--- src/design/mul_cfg.svh ---
`ifndef MUL_CFG_SVH
`define MUL_CFG_SVH

// Operand and low product width
`define MUL_OPERAND_W 32
// Carry-save row, twice the operand
`define MUL_ROW_W     64
`define MUL_PP_COUNT  16   // One per radix-4 digit
// Zero-extension bit plus room for the doubled multiple
`define MUL_PP_W      34

`endif

--- src/design/mul_data_pkg.sv ---
`include "mul_cfg.svh"

package mul_data_pkg;

    // Multiplicand or multiplier
    typedef logic [`MUL_OPERAND_W-1:0] operand_t;

    // Low half of the product
    typedef logic [`MUL_OPERAND_W-1:0] product_t;

    // One row of the carry-save tree
    typedef logic [`MUL_ROW_W-1:0] row_t;

    // Booth multiple before sign extension and shift
    typedef logic [`MUL_PP_W-1:0] pp_t;

endpackage

--- src/design/mul_tree_pkg.sv ---
`include "mul_cfg.svh"

package mul_tree_pkg;

    // Overlapping multiplier bits {b[2i+1], b[2i], b[2i-1]}
    typedef logic [2:0] booth_digit_t;

    // Row count at each tree level, three rows become two
    typedef mul_data_pkg::row_t [`MUL_PP_COUNT-1:0] rows16_t;
    typedef mul_data_pkg::row_t [10:0]              rows11_t;
    typedef mul_data_pkg::row_t [7:0]               rows8_t;   // First register
    typedef mul_data_pkg::row_t [5:0]               rows6_t;
    typedef mul_data_pkg::row_t [3:0]               rows4_t;   // Second register
    typedef mul_data_pkg::row_t [2:0]               rows3_t;
    typedef mul_data_pkg::row_t [1:0]               rows2_t;   // Into the final adder

endpackage

--- src/design/booth_pp_gen.sv ---
`timescale 1ns/1ps
`include "mul_cfg.svh"

module booth_pp_gen (
    input  mul_data_pkg::operand_t     multiplicand,
    input  mul_data_pkg::operand_t     multiplier,
    output wire mul_tree_pkg::rows16_t rows
);

    localparam int SIGN_EXT_W = `MUL_ROW_W - `MUL_PP_W;
    localparam int ZERO_EXT_W = `MUL_PP_W - `MUL_OPERAND_W;

    // Multiplier with the implied zero below bit 0
    logic [`MUL_OPERAND_W:0] mult_ext;

    // Pick 0, +-1x or +-2x of the zero-extended multiplicand
    function automatic mul_data_pkg::pp_t select_pp(
        input mul_tree_pkg::booth_digit_t digit,
        input mul_data_pkg::operand_t     mcand
    );
        mul_data_pkg::pp_t one_x;
        mul_data_pkg::pp_t two_x;

        one_x = {{ZERO_EXT_W{1'b0}}, mcand};
        two_x = {{(ZERO_EXT_W-1){1'b0}}, mcand, 1'b0};
        case (digit)
            3'b001, 3'b010: select_pp = one_x;
            3'b011:         select_pp = two_x;
            3'b100:         select_pp = -two_x;
            3'b101, 3'b110: select_pp = -one_x;
            default:        select_pp = '0;      // 000 and 111
        endcase
    endfunction

    assign mult_ext = {multiplier, 1'b0};

    // Top digit reads b[31] as a sign, which only disturbs the upper half
    for (genvar i = 0; i < `MUL_PP_COUNT; i++) begin : g_pp
        mul_data_pkg::pp_t  pp;
        mul_data_pkg::row_t pp_row;

        assign pp     = select_pp(mult_ext[2*i +: 3], multiplicand);
        assign pp_row = {{SIGN_EXT_W{pp[`MUL_PP_W-1]}}, pp};   // Sign extend to a row
        assign rows[i] = pp_row << (2*i);                      // Weight 4^i
    end

endmodule

--- src/design/csa_level.sv ---
`timescale 1ns/1ps
`include "mul_cfg.svh"

module csa_level #(
    parameter  int ROWS_IN  = 3,
    localparam int ROWS_OUT = 2*(ROWS_IN/3) + ROWS_IN%3
) (
    input  mul_data_pkg::row_t [ROWS_IN-1:0]       rows_in,
    output wire mul_data_pkg::row_t [ROWS_OUT-1:0] rows_out
);

    localparam int GROUPS = ROWS_IN / 3;
    localparam int LEFT   = ROWS_IN % 3;

    // Each full group of three rows gives a sum row and a carry row
    for (genvar g = 0; g < GROUPS; g++) begin : g_group
        mul_data_pkg::row_t      a;
        mul_data_pkg::row_t      b;
        mul_data_pkg::row_t      c;
        wire mul_data_pkg::row_t sum;
        wire mul_data_pkg::row_t carry;

        assign a = rows_in[3*g];
        assign b = rows_in[3*g+1];
        assign c = rows_in[3*g+2];

        // Carry lands one column up
        assign carry[0] = 1'b0;

        for (genvar col = 0; col < `MUL_ROW_W; col++) begin : g_col
            assign sum[col] = a[col] ^ b[col] ^ c[col];
            // Carry out of the top column falls off the row
            if (col < `MUL_ROW_W-1) begin : g_cy
                assign carry[col+1] = (a[col] & b[col]) | (b[col] & c[col])
                                    | (a[col] & c[col]);
            end
        end

        assign rows_out[2*g]   = sum;
        assign rows_out[2*g+1] = carry;
    end

    // Leftover rows go straight to the next level
    for (genvar k = 0; k < LEFT; k++) begin : g_pass
        assign rows_out[2*GROUPS+k] = rows_in[3*GROUPS+k];
    end

endmodule

--- src/design/tree_segment.sv ---
`timescale 1ns/1ps

module tree_segment #(
    parameter  int ROWS_IN  = 16,
    localparam int ROWS_MID = 2*(ROWS_IN/3) + ROWS_IN%3,
    localparam int ROWS_OUT = 2*(ROWS_MID/3) + ROWS_MID%3
) (
    input  logic                                clk,
    input  logic                                RST_n,
    input  logic                                stall,
    input  logic                                valid_in,
    input  mul_data_pkg::row_t [ROWS_IN-1:0]    rows_in,
    output logic                                valid_out,
    output mul_data_pkg::row_t [ROWS_OUT-1:0]   rows_out
);

    // After the first carry-save level
    mul_data_pkg::row_t [ROWS_MID-1:0] rows_mid;
    // After the second, ready to register
    mul_data_pkg::row_t [ROWS_OUT-1:0] rows_red;

    csa_level #(
        .ROWS_IN (ROWS_IN)
    ) u_lvl0 (
        .rows_in  (rows_in),
        .rows_out (rows_mid)
    );

    csa_level #(
        .ROWS_IN (ROWS_MID)
    ) u_lvl1 (
        .rows_in  (rows_mid),
        .rows_out (rows_red)
    );

    // Stage register, frozen while stalled
    always_ff @(posedge clk) begin
        if (!RST_n) begin
            valid_out <= 1'b0;
            rows_out  <= '0;
        end else if (!stall) begin
            valid_out <= valid_in;
            rows_out  <= rows_red;   // Row data moves with its valid bit
        end
    end

endmodule

--- src/design/tree_final.sv ---
`timescale 1ns/1ps
`include "mul_cfg.svh"

module tree_final (
    input  mul_tree_pkg::rows4_t   rows_in,
    output mul_data_pkg::product_t product
);

    mul_tree_pkg::rows3_t rows_l0;
    // Sum and carry rows for the adder
    mul_tree_pkg::rows2_t rows_l1;

    csa_level #(
        .ROWS_IN (4)
    ) u_lvl0 (
        .rows_in  (rows_in),
        .rows_out (rows_l0)
    );

    csa_level #(
        .ROWS_IN (3)
    ) u_lvl1 (
        .rows_in  (rows_l0),
        .rows_out (rows_l1)
    );

    // Carry-propagate add, only the low half reaches the port
    assign product = rows_l1[0][`MUL_OPERAND_W-1:0] + rows_l1[1][`MUL_OPERAND_W-1:0];

endmodule

--- src/design/booth_mul_top.sv ---
`timescale 1ns/1ps

module booth_mul_top (
    input  logic                   clk,
    input  logic                   RST_n,
    input  logic                   stall,
    input  logic                   in_valid,
    input  mul_data_pkg::operand_t multiplicand,
    input  mul_data_pkg::operand_t multiplier,
    output logic                   out_valid,
    output mul_data_pkg::product_t product
);

    mul_tree_pkg::rows16_t pp_rows;     // Booth rows, combinational
    mul_tree_pkg::rows8_t  seg0_rows;
    mul_tree_pkg::rows4_t  seg1_rows;
    logic                  seg0_valid;

    booth_pp_gen u_pp_gen (
        .multiplicand (multiplicand),
        .multiplier   (multiplier),
        .rows         (pp_rows)
    );

    // Sixteen rows down to eight, first register
    tree_segment #(
        .ROWS_IN (16)
    ) u_seg0 (
        .clk       (clk),
        .RST_n     (RST_n),
        .stall     (stall),
        .valid_in  (in_valid),
        .rows_in   (pp_rows),
        .valid_out (seg0_valid),
        .rows_out  (seg0_rows)
    );

    // Eight rows down to four, second register
    tree_segment #(
        .ROWS_IN (8)
    ) u_seg1 (
        .clk       (clk),
        .RST_n     (RST_n),
        .stall     (stall),
        .valid_in  (seg0_valid),
        .rows_in   (seg0_rows),
        .valid_out (out_valid),
        .rows_out  (seg1_rows)
    );

    tree_final u_final (
        .rows_in (seg1_rows),
        .product (product)
    );

endmodule

--- config.mk ---
export PLATFORM = sky130hd
export DESIGN_NAME = booth_mul_top
export DESIGN_NICKNAME = d
export VERILOG_FILES = /design/src/design/mul_data_pkg.sv /design/src/design/mul_tree_pkg.sv /design/src/design/booth_pp_gen.sv /design/src/design/csa_level.sv /design/src/design/tree_segment.sv /design/src/design/tree_final.sv /design/src/design/booth_mul_top.sv
export VERILOG_INCLUDE_DIRS = /design/src /design/src/design
export SDC_FILE = /design/constraint.sdc
export NUM_CORES = 1
export LEC_CHECK = 0
export BUFFER_PORTS_ARGS = -buffer_cell sky130_fd_sc_hd__buf_4
export CAP_MARGIN = 20
export CORE_MARGIN = 8
export CORE_UTILIZATION = 35
export CTS_BUF_LIST = sky130_fd_sc_hd__clkbuf_16
export CTS_CLUSTER_SIZE = 10
export DETAILED_ROUTE_END_ITERATION = 8
export PLACE_DENSITY = 0.49
export RECOVER_POWER = 25
export SLEW_MARGIN = 40
export SYNTH_ARGS = -nofsm -noshare
export SYNTH_HDL_FRONTEND = slang
export SYNTH_SLANG_ARGS = --single-unit
--- constraint.sdc ---
create_clock -name clk -period 8.3 [get_ports clk]
set_clock_uncertainty 0.05 [all_clocks]
set_input_delay 0.415 -clock clk [delete_from_list [all_inputs] [get_ports clk]]
set_output_delay 0.415 -clock clk [all_outputs]
set_load 0.05 [all_outputs]
==> run_results.csv <==
group,metric,value,unit
outcome,status,"finished with violations",
outcome,violations,"capacitance limit, slew limit",
floorplan,ioPinCount,101,
synthesis,synth.distinct_cells,75,
placed_design,io_buffers,100,
routing,num_vias,24534,
worst_setup_path,crit_path_end_kind,"flop",
routing,ant_nets,0,
cts,insertion_delay,550,ps
floorplan,die_area,0.0794,mm²
routing,vias_per_cell,6.07,
floorplan,rows,97,
power,leakage,11.6,nW
sta,setup_tns,0,ps
synthesis,syn_avg_cell_area,7.67,µm²
min_path,min_path_cells,3,
cts,ctsHoldBuffers,0,
sta,worst_pin_slew,4540,ps
placed_design,gp_congestion,0.940,
sta,min_period,6680,ps
sta,finalCritPeriodShare,0.805,
worst_setup_path,critical_path_class,"input pin to flop",
sta,max-slew-margin-rel,-2.02,
global_routing,grt_pass1_wl,166000,µm
routing,wl_per_cell,28.3,µm
worst_setup_path,start_kind,"input pin",
synthesis,synth_most_common_cell,"nor2_1",
worst_setup_path,path_max_fanout,26,
synthesis,syn-cell-area,0.0247,mm²
floorplan,die_w,282,µm
placed_design,hpwlAfterDp,84000,µm
sta,rsz0062_at_grt,"no",
finish,drive_above_1_share,0.0761,
synthesis,yosysSeqAreaShare,0.170,
global_routing,grt_use_total,0.279,
synthesis,synth_nets,3580,
synthesis,synth_cells,3226,
worst_setup_path,cp.arrival,6870,ps
synthesis,async_flop_share,0,
worst_setup_path,slowest_stage,"clkbuf_1",
cts,cts_tree,"yes",
global_routing,antenna_found_initial,3,
worst_setup_path,r2r_cells,6,
global_routing,grt_max_degree,117,
floorplan,die_h,282,µm
synthesis,yosys.area.top_type,"dfxtp_1",
flow_run,maxCapViolations,2,
finish,fin_area,0.0269,mm²
routing,drcViolationCount,0,
worst_setup_path,required,8490,ps
finish,synthToLayoutAreaGrowth,8.64,%
sta,finalHoldViolCount,0,
synthesis,synth_edf_count,0,
sta,slew_viol_final,211,
synthesis,ys_seq_elements,210,
routing,wirelength,114000,µm
power,powerDensity,206,mW/mm²
power,vdd_drop_max,0.180,mV
synthesis,yosys-top-cells-count,"444 x nor2_1, 324 x nand2_1, 250 x clkbuf_1, 235 x a21oi_1, 224 x mux2i_1",
placed_design,place_area,0.0260,mm²
global_routing,grt_pass1_vias,23094,
finish,n_fill_cell,7348,
finish,final_nets,3441,
global_routing,overflow,0,
cts,post_cts_buffers,0,
sta,setup_viol,0,
synthesis,yosysTopAreaCellShare,0.170,
floorplan,core_area,0.0700,mm²
synthesis,ys_warn_count,0,
cts,cts.sinks,210,
cts,cts.clk_slew.worst_paths,60,ps
sta,fmax,0.150,GHz
cts,cts_buffers,28,
synthesis,synth_flop_cell,"dfxtp_1",
routing,first_pass_iters,7,
cts,htree_levels,1,
worst_setup_path,crit_chain,"clkbuf_1, clkinv_1, ha_1, or3b_2, or3_2, a21o_1, nor2_1, a21oi_1, o22ai_1, nand2_1, o21ai_0, fa_1, fa_1, mux2i_1, nor2_1",
cts,cts-resized-gates,0,
cts,cts-root-buf,"clkbuf_16",
routing,dr.first_iter.drc_count,3153,
synthesis,synth_area_leaders,"dfxtp_1 17%, fa_1 15%, mux2i_1 9.1%",
worst_setup_path,slowest_delay,1020,ps
cts,clk_path_buf_depth,3,
min_path,hp-class,"input pin to flop",
floorplan,initial_core_util,0.353,
registers in the layout, summed over array words and instances (netlist names):
register,count
u_seg0.rows_out,133
u_seg0.valid_out,1
u_seg1.rows_out,75
u_seg1.valid_out,1
critical path: cells and delay by family:
| kind | cells | cell delay, ps |
|---|---|---|
| compound gates | 4 | 1190 |
| fa+ha+maj | 3 | 1800 |
| simple gates | 5 | 1460 |
| mux | 1 | 180 |
| buf+inv | 2 | 1780 |
area by class of cell:
class / instances / area, µm² / share of cell area
antenna: 1 / 2.50 / 0.0000931
clock buffer: 29 / 726 / 0.0270
clock inverter: 17 / 103 / 0.00382
inverter: 221 / 833 / 0.0310
multi-input combinational: 2478 / 18700 / 0.697
sequential: 210 / 4200 / 0.156
tap: 940 / 1180 / 0.0438
timing repair buffer: 148 / 1110 / 0.0413
path summary, 6_finish.rpt:
check                  startpoint              endpoint  slack, ps
max               multiplicand[0]  u_seg0.rows_out[211]       1620
min                      in_valid      u_seg0.valid_out         60
min reg2reg  u_seg1.rows_out[151]  u_seg1.rows_out[151]        430
max reg2reg  u_seg0.rows_out[157]   u_seg1.rows_out[29]       5890
stage by stage:
stage / total power [mW] / hold slack [ps] / util / setup slack, ps / std cells
final: 5.52 / 60.5 / 0.384 / 1620 / 4044
after floorplan: 3.23 / 391 / - / 3850 / 3226
after CTS: 5.52 / 38.0 / 0.384 / 2800 / 4043
after detailed placement: 4.39 / 425 / 0.372 / 2250 / 3997
after global placement: 4.35 / 417 / 0.369 / 2300 / 3995
after global routing: 5.87 / 48.3 / 0.384 / 1530 / 4044
logic make-up after synthesis:
group | Yosys count | synth area share
AOI/OAI and AO/OA | 877 | 0.230
xor gates and xnor gates | 180 | 0.0643
adders and majority gates | 286 | 0.202
buffers and inverters | 538 | 0.0831
DFF | 210 | 0.170
muxes | 237 | 0.0998
and+or+nand+nor | 898 | 0.150
routing by layer:
metal / track usage / wire, µm / vias up
met5: 0 / 9 / -
met3: 0.0567 / 11600 / 180
li1: - / - / 10900
met2: 0.417 / 48700 / 1407
met4: 0.0866 / 3990 / 2
met1: 0.399 / 50000 / 12045
power breakdown:
group	switching [mW]	internal, mW	leakage (nW)
Sequential	0.147	1.19	1.72
Combinational	1.97	1.10	9.45
Clock	0.466	0.652	0.427
Total	2.58	2.94	11.6
placed cells by master, fill, tap and decap left out, types with 7 or more instances in the layout:
cell type  count
nor2_1       436
nand2_1      323
a21oi_1      234
mux2i_1      224
inv_1        213
dfxtp_1      210
o21ai_0      200
fa_1         189
buf_4        132
a221oi_1     109
xnor2_1      106
ha_1          97
xor2_1        57
o22ai_1       55
a22oi_1       47
clkbuf_16     29
o211ai_1      28
a31oi_1       24
a21o_1        23
a221o_1       22
a211oi_1      22
nor3_1        20
o221ai_1      19
o31ai_1       16
nand3_1       16
nand2b_1      15
or3_1         15
nor2b_1       14
clkinv_1      13
a22o_1        11
clkbuf_1      11
and2_1        10
o22a_1         9
nor2_2         8
or4_1          7
xnor2_2        7
mux4_2         7
Note: power is estimated with default switching activity, not from simulation.
